[config.mk]
export PLATFORM = sky130hd
export DESIGN_NAME = keylab_top
export DESIGN_NICKNAME = d
export VERILOG_FILES = /design/src/keylab_pkg.sv /design/src/cursor_mover.sv /design/src/key_hold_bank.sv /design/src/keylab_top.sv /design/src/lfsr_ticker.sv /design/src/scan_event_decoder.sv
export VERILOG_INCLUDE_DIRS = /design/src /design/src/src
export SDC_FILE = /design/constraint.sdc
export NUM_CORES = 1
export LEC_CHECK = 0
export BUFFER_PORTS_ARGS = -buffer_cell sky130_fd_sc_hd__clkbuf_2
export CAP_MARGIN = 5
export CORE_MARGIN = 2
export CORE_UTILIZATION = 53
export DETAILED_ROUTE_END_ITERATION = 8
export GPL_TIMING_DRIVEN = 1
export HOLD_SLACK_MARGIN = 0.12
export PLACE_DENSITY = 0.73
export SETUP_SLACK_MARGIN = 0.05
export SLEW_MARGIN = 10
export SYNTH_ARGS = -nofsm -noshare
export SYNTH_HDL_FRONTEND = slang
export SYNTH_HIERARCHICAL = 1
export SYNTH_SLANG_ARGS = --single-unit
export TNS_END_PERCENT = 10
[constraint.sdc]
create_clock -name CLK_25MHZ -period 2.8 [get_ports CLK_25MHZ]
set_clock_uncertainty 0.2 [all_clocks]
set_input_delay 0.56 -clock CLK_25MHZ [delete_from_list [all_inputs] [get_ports CLK_25MHZ]]
set_output_delay 0.56 -clock CLK_25MHZ [all_outputs]
set_load 0.005 [all_outputs]
[src/keylab_consts.svh]
`ifndef KEYLAB_CONSTS_SVH
`define KEYLAB_CONSTS_SVH

//////////////////////////////////////////////////////////////////////
// keyboard event codes, break code is make code with bit 7 set
//////////////////////////////////////////////////////////////////////
`define SC_MAKE_DOWN_ARROW    8'h72
`define SC_BREAK_DOWN_ARROW   8'hF2
`define SC_MAKE_UP_ARROW      8'h75
`define SC_BREAK_UP_ARROW     8'hF5
`define SC_MAKE_RIGHT_ARROW   8'h74
`define SC_BREAK_RIGHT_ARROW  8'hF4
`define SC_MAKE_LEFT_ARROW    8'h6B
`define SC_BREAK_LEFT_ARROW   8'hEB
`define SC_MAKE_SPACE         8'h29
`define SC_BREAK_SPACE        8'hA9
`define SC_MAKE_M             8'h3A
`define SC_BREAK_M            8'hBA
`define SC_MAKE_N             8'h31
`define SC_BREAK_N            8'hB1
`define SC_MAKE_F2            8'h06
`define SC_BREAK_F2           8'h86
`define SC_MAKE_F1            8'h05
`define SC_BREAK_F1           8'h85
`define SC_MAKE_8             8'h3E
`define SC_BREAK_8            8'hBE
`define SC_MAKE_7             8'h3D
`define SC_BREAK_7            8'hBD
`define SC_MAKE_6             8'h36
`define SC_BREAK_6            8'hB6
`define SC_MAKE_5             8'h2E
`define SC_BREAK_5            8'hAE
`define SC_MAKE_4             8'h25
`define SC_BREAK_4            8'hA5
`define SC_MAKE_3             8'h26
`define SC_BREAK_3            8'hA6
`define SC_MAKE_2             8'h1E
`define SC_BREAK_2            8'h9E
`define SC_MAKE_1             8'h16
`define SC_BREAK_1            8'h96

//////////////////////////////////////////////////////////////////////
// key numbers, same bit order as the keyboard_keys word
//////////////////////////////////////////////////////////////////////
`define KEY_DOWN    5'd0
`define KEY_UP      5'd1
`define KEY_RIGHT   5'd2
`define KEY_LEFT    5'd3
`define KEY_SPACE   5'd4
`define KEY_M       5'd5
`define KEY_N       5'd6
`define KEY_F2      5'd7
`define KEY_F1      5'd8
`define KEY_8       5'd9
`define KEY_7       5'd10
`define KEY_6       5'd11
`define KEY_5       5'd12
`define KEY_4       5'd13
`define KEY_3       5'd14
`define KEY_2       5'd15
`define KEY_1       5'd16

`define KEY_COUNT      17
`define KEY_WORD_BITS  32

`define SCREEN_W       10'd640
`define SCREEN_H       10'd480
`define CURSOR_HOME_X  10'd320
`define CURSOR_HOME_Y  10'd240

`define PALETTE_0  12'hFFF   // white
`define PALETTE_1  12'hF00   // red
`define PALETTE_2  12'h0F0   // green
`define PALETTE_3  12'h00F   // blue

`define LFSR_SEED  5'b00001

`define DEFAULT_TICK_CYCLES       25000000   // 1 Hz at 25 MHz
`define DEFAULT_STEP_CYCLES       250000
`define DEFAULT_SLOW_STEP_CYCLES  1000000

`endif

[src/keylab_pkg.sv]
`default_nettype none

`include "keylab_consts.svh"

package keylab_pkg;

  typedef logic [4:0] key_num_t;

  // named view of the held-key word, msb first
  typedef struct packed {
    logic [`KEY_WORD_BITS-`KEY_COUNT-1:0] reserved;
    logic key_1;
    logic key_2;
    logic key_3;
    logic key_4;
    logic key_5;
    logic key_6;
    logic key_7;
    logic key_8;
    logic f1;
    logic f2;
    logic n;
    logic m;
    logic space;
    logic left;
    logic right;
    logic up;
    logic down;   // bit 0
  } held_keys_t;

  typedef union packed {
    logic [`KEY_WORD_BITS-1:0] bits;   // indexed by key number
    held_keys_t                keys;
  } key_word_u;

endpackage

`default_nettype wire

[src/cursor_mover.sv]
`timescale 1ns/1ns
`default_nettype none

`include "keylab_consts.svh"

module cursor_mover
  import keylab_pkg::*;
#(
  parameter int unsigned step_cycles      = `DEFAULT_STEP_CYCLES,
  parameter int unsigned slow_step_cycles = `DEFAULT_SLOW_STEP_CYCLES
) (
  input  logic        CLK_25MHZ,
  input  logic        reset_from_key,
  input  key_word_u   held,
  output logic [9:0]  pointer_x,
  output logic [9:0]  pointer_y,
  output logic [11:0] cursor_rgb
);

  localparam logic [31:0] fast_period = step_cycles;
  localparam logic [31:0] slow_period = slow_step_cycles;

  logic [31:0] step_cnt;
  logic [31:0] period;
  logic        any_arrow;
  logic        step;
  logic        go_left;
  logic        go_right;
  logic        go_up;
  logic        go_down;
  logic        space_q;
  logic [1:0]  pal_idx;

  // opposite arrows cancel
  assign go_right  = held.keys.right & ~held.keys.left;
  assign go_left   = held.keys.left  & ~held.keys.right;
  assign go_down   = held.keys.down  & ~held.keys.up;
  assign go_up     = held.keys.up    & ~held.keys.down;
  assign any_arrow = held.keys.left | held.keys.right | held.keys.up | held.keys.down;

  assign period = held.keys.m ? slow_period : fast_period;   // m held means slow
  assign step   = any_arrow && (step_cnt >= period - 32'd1);  // >= covers slow to fast switch

  //////////////////////////////////////////////////////////////////////
  // step timing
  //////////////////////////////////////////////////////////////////////
  always_ff @(posedge CLK_25MHZ) begin
    if (reset_from_key) begin
      step_cnt <= '0;
    end else if (!any_arrow || step) begin
      step_cnt <= '0;
    end else begin
      step_cnt <= step_cnt + 32'd1;
    end
  end

  always_ff @(posedge CLK_25MHZ) begin
    if (reset_from_key) begin
      pointer_x <= `CURSOR_HOME_X;
      pointer_y <= `CURSOR_HOME_Y;
    end else if (step) begin
      if (go_right && pointer_x < `SCREEN_W - 10'd1) begin
        pointer_x <= pointer_x + 10'd1;
      end else if (go_left && pointer_x != 10'd0) begin
        pointer_x <= pointer_x - 10'd1;
      end
      if (go_down && pointer_y < `SCREEN_H - 10'd1) begin   // y grows downward
        pointer_y <= pointer_y + 10'd1;
      end else if (go_up && pointer_y != 10'd0) begin
        pointer_y <= pointer_y - 10'd1;
      end
    end
  end

  //////////////////////////////////////////////////////////////////////
  // colour cycling on space press
  //////////////////////////////////////////////////////////////////////
  always_ff @(posedge CLK_25MHZ) begin
    if (reset_from_key) begin
      space_q <= 1'b0;
      pal_idx <= 2'd0;
    end else begin
      space_q <= held.keys.space;
      if (held.keys.space && !space_q) begin
        pal_idx <= pal_idx + 2'd1;   // wraps 3 -> 0
      end
    end
  end

  always_comb begin
    case (pal_idx)
      2'd0:    cursor_rgb = `PALETTE_0;
      2'd1:    cursor_rgb = `PALETTE_1;
      2'd2:    cursor_rgb = `PALETTE_2;
      default: cursor_rgb = `PALETTE_3;
    endcase
  end

  a_on_screen: assert property (@(posedge CLK_25MHZ) disable iff (reset_from_key)
    (pointer_x < `SCREEN_W) && (pointer_y < `SCREEN_H));

endmodule

`default_nettype wire

[src/key_hold_bank.sv]
`timescale 1ns/1ns
`default_nettype none

`include "keylab_consts.svh"

module key_hold_bank
  import keylab_pkg::*;
(
  input  logic      CLK_25MHZ,
  input  logic      reset_from_key,
  input  logic      key_strobe,
  input  key_num_t  key_num,
  input  logic      key_make,
  output key_word_u held
);

  key_word_u held_q;

  //////////////////////////////////////////////////////////////////////
  // one held bit per tracked key
  //////////////////////////////////////////////////////////////////////
  always_ff @(posedge CLK_25MHZ) begin
    if (reset_from_key) begin
      held_q.bits <= '0;
    end else if (key_strobe) begin
      held_q.bits[key_num] <= key_make;   // repeat press or stray release is a no-op
    end
  end

  assign held = held_q;

  // a bad key number from the decoder would show up here
  a_reserved_zero: assert property (@(posedge CLK_25MHZ) disable iff (reset_from_key)
    held.keys.reserved == '0);

endmodule

`default_nettype wire

[src/keylab_top.sv]
`timescale 1ns/1ns
`default_nettype none

`include "keylab_consts.svh"

module keylab_top
  import keylab_pkg::*;
#(
  parameter int unsigned tick_cycles      = `DEFAULT_TICK_CYCLES,
  parameter int unsigned step_cycles      = `DEFAULT_STEP_CYCLES,
  parameter int unsigned slow_step_cycles = `DEFAULT_SLOW_STEP_CYCLES
) (
  input  logic        CLK_25MHZ,
  input  logic        reset_from_key,
  input  logic        event_ready,
  input  logic [7:0]  event_type,
  output key_word_u   keyboard_keys,
  output logic [9:0]  pointer_x,
  output logic [9:0]  pointer_y,
  output logic [11:0] cursor_rgb,
  output logic [4:0]  lfsr_state,
  output logic        lfsr_heartbeat
);

  logic     key_strobe;
  key_num_t key_num;
  logic     key_make;

  //////////////////////////////////////////////////////////////////////
  // keyboard path
  //////////////////////////////////////////////////////////////////////
  scan_event_decoder u_decoder (
    .CLK_25MHZ      (CLK_25MHZ),
    .reset_from_key (reset_from_key),
    .event_ready    (event_ready),
    .event_type     (event_type),
    .key_strobe     (key_strobe),
    .key_num        (key_num),
    .key_make       (key_make)
  );

  key_hold_bank u_bank (
    .CLK_25MHZ      (CLK_25MHZ),
    .reset_from_key (reset_from_key),
    .key_strobe     (key_strobe),
    .key_num        (key_num),
    .key_make       (key_make),
    .held           (keyboard_keys)
  );

  cursor_mover #(
    .step_cycles      (step_cycles),
    .slow_step_cycles (slow_step_cycles)
  ) u_cursor (
    .CLK_25MHZ      (CLK_25MHZ),
    .reset_from_key (reset_from_key),
    .held           (keyboard_keys),
    .pointer_x      (pointer_x),
    .pointer_y      (pointer_y),
    .cursor_rgb     (cursor_rgb)
  );

  // led side function
  lfsr_ticker #(
    .tick_cycles (tick_cycles)
  ) u_ticker (
    .CLK_25MHZ      (CLK_25MHZ),
    .reset_from_key (reset_from_key),
    .lfsr_state     (lfsr_state),
    .lfsr_heartbeat (lfsr_heartbeat)
  );

endmodule

`default_nettype wire

[src/lfsr_ticker.sv]
`timescale 1ns/1ns
`default_nettype none

`include "keylab_consts.svh"

module lfsr_ticker #(
  parameter int unsigned tick_cycles = `DEFAULT_TICK_CYCLES
) (
  input  logic       CLK_25MHZ,
  input  logic       reset_from_key,
  output logic [4:0] lfsr_state,
  output logic       lfsr_heartbeat
);

  localparam logic [31:0] tick_last = tick_cycles - 1;

  logic [31:0] div_cnt;
  logic        tick;

  assign tick = (div_cnt == tick_last);

  // divider
  always_ff @(posedge CLK_25MHZ) begin
    if (reset_from_key || tick) begin
      div_cnt <= '0;
    end else begin
      div_cnt <= div_cnt + 32'd1;
    end
  end

  //////////////////////////////////////////////////////////////////////
  // x^5 + x^3 + 1, shift left, 31 states
  //////////////////////////////////////////////////////////////////////
  always_ff @(posedge CLK_25MHZ) begin
    if (reset_from_key) begin
      lfsr_state     <= `LFSR_SEED;
      lfsr_heartbeat <= 1'b0;
    end else if (tick) begin
      lfsr_state     <= {lfsr_state[3:0], lfsr_state[4] ^ lfsr_state[2]};
      lfsr_heartbeat <= ~lfsr_heartbeat;   // led blink
    end
  end

  // all-zero state would lock up
  a_lfsr_nonzero: assert property (@(posedge CLK_25MHZ) disable iff (reset_from_key)
    lfsr_state != 5'd0);

endmodule

`default_nettype wire

[src/scan_event_decoder.sv]
`timescale 1ns/1ns
`default_nettype none

`include "keylab_consts.svh"

module scan_event_decoder
  import keylab_pkg::*;
(
  input  logic       CLK_25MHZ,
  input  logic       reset_from_key,
  input  logic       event_ready,
  input  logic [7:0] event_type,
  output logic       key_strobe,
  output key_num_t   key_num,
  output logic       key_make
);

  // {hit, make, key number}
  logic [6:0] dec;

  //////////////////////////////////////////////////////////////////////
  // code table lookup
  //////////////////////////////////////////////////////////////////////
  always_comb begin
    case (event_type)
      `SC_MAKE_DOWN_ARROW:   dec = {1'b1, 1'b1, `KEY_DOWN};
      `SC_BREAK_DOWN_ARROW:  dec = {1'b1, 1'b0, `KEY_DOWN};
      `SC_MAKE_UP_ARROW:     dec = {1'b1, 1'b1, `KEY_UP};
      `SC_BREAK_UP_ARROW:    dec = {1'b1, 1'b0, `KEY_UP};
      `SC_MAKE_RIGHT_ARROW:  dec = {1'b1, 1'b1, `KEY_RIGHT};
      `SC_BREAK_RIGHT_ARROW: dec = {1'b1, 1'b0, `KEY_RIGHT};
      `SC_MAKE_LEFT_ARROW:   dec = {1'b1, 1'b1, `KEY_LEFT};
      `SC_BREAK_LEFT_ARROW:  dec = {1'b1, 1'b0, `KEY_LEFT};
      `SC_MAKE_SPACE:        dec = {1'b1, 1'b1, `KEY_SPACE};
      `SC_BREAK_SPACE:       dec = {1'b1, 1'b0, `KEY_SPACE};
      `SC_MAKE_M:            dec = {1'b1, 1'b1, `KEY_M};
      `SC_BREAK_M:           dec = {1'b1, 1'b0, `KEY_M};
      `SC_MAKE_N:            dec = {1'b1, 1'b1, `KEY_N};
      `SC_BREAK_N:           dec = {1'b1, 1'b0, `KEY_N};
      `SC_MAKE_F2:           dec = {1'b1, 1'b1, `KEY_F2};
      `SC_BREAK_F2:          dec = {1'b1, 1'b0, `KEY_F2};
      `SC_MAKE_F1:           dec = {1'b1, 1'b1, `KEY_F1};
      `SC_BREAK_F1:          dec = {1'b1, 1'b0, `KEY_F1};
      `SC_MAKE_8:            dec = {1'b1, 1'b1, `KEY_8};
      `SC_BREAK_8:           dec = {1'b1, 1'b0, `KEY_8};
      `SC_MAKE_7:            dec = {1'b1, 1'b1, `KEY_7};
      `SC_BREAK_7:           dec = {1'b1, 1'b0, `KEY_7};
      `SC_MAKE_6:            dec = {1'b1, 1'b1, `KEY_6};
      `SC_BREAK_6:           dec = {1'b1, 1'b0, `KEY_6};
      `SC_MAKE_5:            dec = {1'b1, 1'b1, `KEY_5};
      `SC_BREAK_5:           dec = {1'b1, 1'b0, `KEY_5};
      `SC_MAKE_4:            dec = {1'b1, 1'b1, `KEY_4};
      `SC_BREAK_4:           dec = {1'b1, 1'b0, `KEY_4};
      `SC_MAKE_3:            dec = {1'b1, 1'b1, `KEY_3};
      `SC_BREAK_3:           dec = {1'b1, 1'b0, `KEY_3};
      `SC_MAKE_2:            dec = {1'b1, 1'b1, `KEY_2};
      `SC_BREAK_2:           dec = {1'b1, 1'b0, `KEY_2};
      `SC_MAKE_1:            dec = {1'b1, 1'b1, `KEY_1};
      `SC_BREAK_1:           dec = {1'b1, 1'b0, `KEY_1};
      default:               dec = '0;   // untracked key
    endcase
  end

  always_ff @(posedge CLK_25MHZ) begin
    if (reset_from_key) begin
      key_strobe <= 1'b0;
    end else begin
      key_strobe <= event_ready & dec[6];
    end
  end

  // payload only loads on a hit
  always_ff @(posedge CLK_25MHZ) begin
    if (event_ready && dec[6]) begin
      key_make <= dec[5];
      key_num  <= dec[4:0];
    end
  end

  a_key_num_range: assert property (@(posedge CLK_25MHZ) disable iff (reset_from_key)
    key_strobe |-> (key_num < `KEY_COUNT));

endmodule

`default_nettype wire

==> reports/qor.yml <==
synth-seq-area-share: 0.382
port_buffers: 80
finalHoldViolations: 0
ys_warn_count: 6
viasPerCell: 5.31
core_area_um2: 13100
wl_per_cell_um: 14.1
p_leak_nw: 3.52
clock_sink_count: 132
synthCells: 779
avgSynthCellArea_um2: 9.09
final_layout_size_suffix_gt1_frac: 0.234
cp.required_ps: 2900
combPwrFrac: 0.029
num_rows: 42
nets: 937
critical_path_class: "reg -> reg"
start_util: 0.539
p_per_area_nw_per_um2: 526
grt-ovfl-total: 0
design_area_um2: 8600
syn_area_um2: 7080
antenna_cells: 0
dr.pass1.iters: 4
power.switching_uw: 918
rsz0062_at_grt: "yes"
worst_pin_slew_ps: 634
setup_viol: 0
p_int_mw: 3.61
async_flop_share: 0
pin_count: 81
ir_drop_mv: 0.479
ctsHoldBuffers: 0
grt_usage: 0.217
die_x_um: 120
clockBufferDepth: 2
ys_ff_latch: 132
yosysUniqueCellTypes: 76
timing.fmax_mhz: 363
status: "finished, final reports clean"
ant_nets: 0
swShare: 0.203
critPathArrivalTime_ps: 2860
end_kind: "flop"
gp_congestion: 0.923
postRouteWirelength_um: 15200
cts_buffers: 17
die_h_um: 120
area_growth_pct: 21.4
antenna_found_initial: 0
min_period_ps: 2760
seq_power_share: 0.425
grt_pass1_vias: 5413
post-route-period-util: 0.985
placed_area_um2: 7780
place_hpwl_um: 10500
clk_latency_ps: 420
startpoint_type: "flop"
grt_pass1_wl_um: 25300
min-delay-path-class: "in -> reg"
slew_viol_final: 0
pwr-share-clk: 0.546
worstPathMaxFanout: 8
cts_tree: "built"
timing.slew.headroom: 0.575
die_area_um2: 14300
ys.flop_type: "dfxtp_1"
synth-edff-count: 6
htree_levels: 4
drc: 0
final_util: 0.654
drt_iter0_drc: 277
grt_start_max_net_pins: 44
vias: 5752
cts_root_buf: "clkbuf_16"
max_cap_viol_count: 0
clk_pin_slew_ps: 60
final.fill_count: 1113
layout make-up:
class / instances / area, um^2 / share of cell area
Clock buffer: 22 / 507 / 0.0589
Clock inverter: 10 / 165 / 0.0192
Inverter: 16 / 60.1 / 0.00699
Multi-Input combinational cell: 606 / 4220 / 0.491
Sequential cell: 132 / 2710 / 0.315
Tap cell: 176 / 220 / 0.0256
Timing Repair Buffer: 121 / 716 / 0.0832
cells in the mapped netlist, types with 3 or more instances:
cell        n  area [um^2]
clkbuf_1    7         26.3
nor2_1    100          375
inv_1      16         60.1
and4_1      4         35.0
a31oi_1     4         25.0
o21ai_1     4         20.0
nor4_1     16          100
nand2_1    71          267
xnor2_1    37          324
mux2i_1    50          500
buf_2       6         30.0
nand4_1    16          100
xor2_1     27          236
buf_6       6         67.6
and2b_2     3         26.3
nand2b_1   40          250
nand3b_1    4         30.0
edfxtp_1    6          180
ha_1       30          375
a211oi_2    3         37.5
o211ai_1    4         30.0
nor2_2      7         43.8
buf_4      14          105
o21ai_0    12         60.1
a211oi_1    7         52.6
a21oi_1    17         85.1
and3b_1     5         43.8
nand3_1    38          190
nor3_1     13         65.1
nor2b_1     9         56.3
nor3b_2     5         62.6
or3_1       6         37.5
dfxtp_1   126         2520
and3_1     12         75.1
metal layers:
layer | track usage | vias up | part of all wire
met5 | 0 | - | 0
met4 | 0.0801 | 0 | 0.013
met3 | 0.0537 | 18 | 0.045
met2 | 0.355 | 133 | 0.48
met1 | 0.278 | 2669 | 0.47
li1 | - | 2932 | -
what timing repair did:
action | 4_1_cts | 5_1_grt
gates resized for setup | 7 | 15
pin swaps | 2 | 7
buffers inserted | 1 | 2
setup endpoints to repair | 4 | 5
critical path, cell delays in order, from the launching register on:
cell and delay [ps]:
dfxtp_2 320, or3b_4 410, a211oi_4 260, nor2_4 130, buf_6 140, ha_2 190, or3_4 370, o21ai_2 170
o211ai_1 130, mux2_4 310
power groups by stage:
stage / logic [mW] / clock network (mW) / registers, mW
2_1_floorplan: 0.108 / 0 / 1.96
5_1_grt: 0.145 / 2.58 / 1.93
3_3_place_gp: 0.129 / 0 / 1.96
3_5_place_dp: 0.130 / 0 / 1.96
6_report: 0.131 / 2.47 / 1.92
4_1_cts: 0.130 / 2.51 / 1.92
flip-flops by register name, summed over array words and instances, names as in the netlist, 2 cells and up:
register             flops
u_bank/held             32
u_cursor/pal_idx         2
u_cursor/pointer_x      10
u_cursor/pointer_y      10
u_cursor/step_cnt       32
u_decoder/key_num        5
u_ticker/div_cnt        32
u_ticker/lfsr_state      5
layout by cell type (no fill, tap or decap), types with 6 or more instances in the layout:
cell type  Yosys  final
dfxtp_1      126    124
nor2_1       100    100
clkbuf_2       0     80
nand2_1       71     71
mux2i_1       50     50
buf_4         14     39
nand2b_1      40     39
nand3_1       38     38
xnor2_1       37     37
xor2_1        27     27
ha_1          30     24
clkbuf_16      0     19
nand4_1       16     16
nor4_1        16     16
inv_1         16     15
a21oi_1       17     15
nor3_1        13     13
and3_1        12     12
o21ai_0       12     11
conb_1         1     11
nor2b_1        9      9
a211oi_1       7      7
edfxtp_1       6      6
nor2_2         7      6
worst paths after layout:
check,start,end,slack (ps),depth (start not counted)
max,u_cursor/pointer_y[9],u_cursor/pointer_y[9],40,9
min,event_type[7],u_decoder/key_make,220,2
max reg2reg,u_cursor/pointer_y[9],u_cursor/pointer_y[9],40,9
min reg2reg,u_cursor/step_cnt[0],u_cursor/step_cnt[0],250,1
cell families after synthesis:
logic type | after synthesis | share of synthesized area
buffers and inverters | 51 | 0.0442
DFF | 132 | 0.382
adders and majority gates | 32 | 0.0587
other | 1 | 0.000530
muxes | 53 | 0.0760
AOI/OAI and AO/OA | 71 | 0.0760
and+or+nand+nor | 375 | 0.284
xor gates and xnor gates | 64 | 0.0792
metrics by stage:
step	total power [mW]	setup slack (ps)	hold WS, ps	TNS (ps)	cells
global placement	2.09	27.9	233	0	1048
finish	4.52	43.0	222	0	1083
CTS	4.57	40.0	207	0	1081
floorplan	2.07	73.9	218	0	789
detailed placement	2.09	5.39	236	0	1048
global route	4.65	-76.5	225	-237	1083
Power figures use the tool's default switching activity.
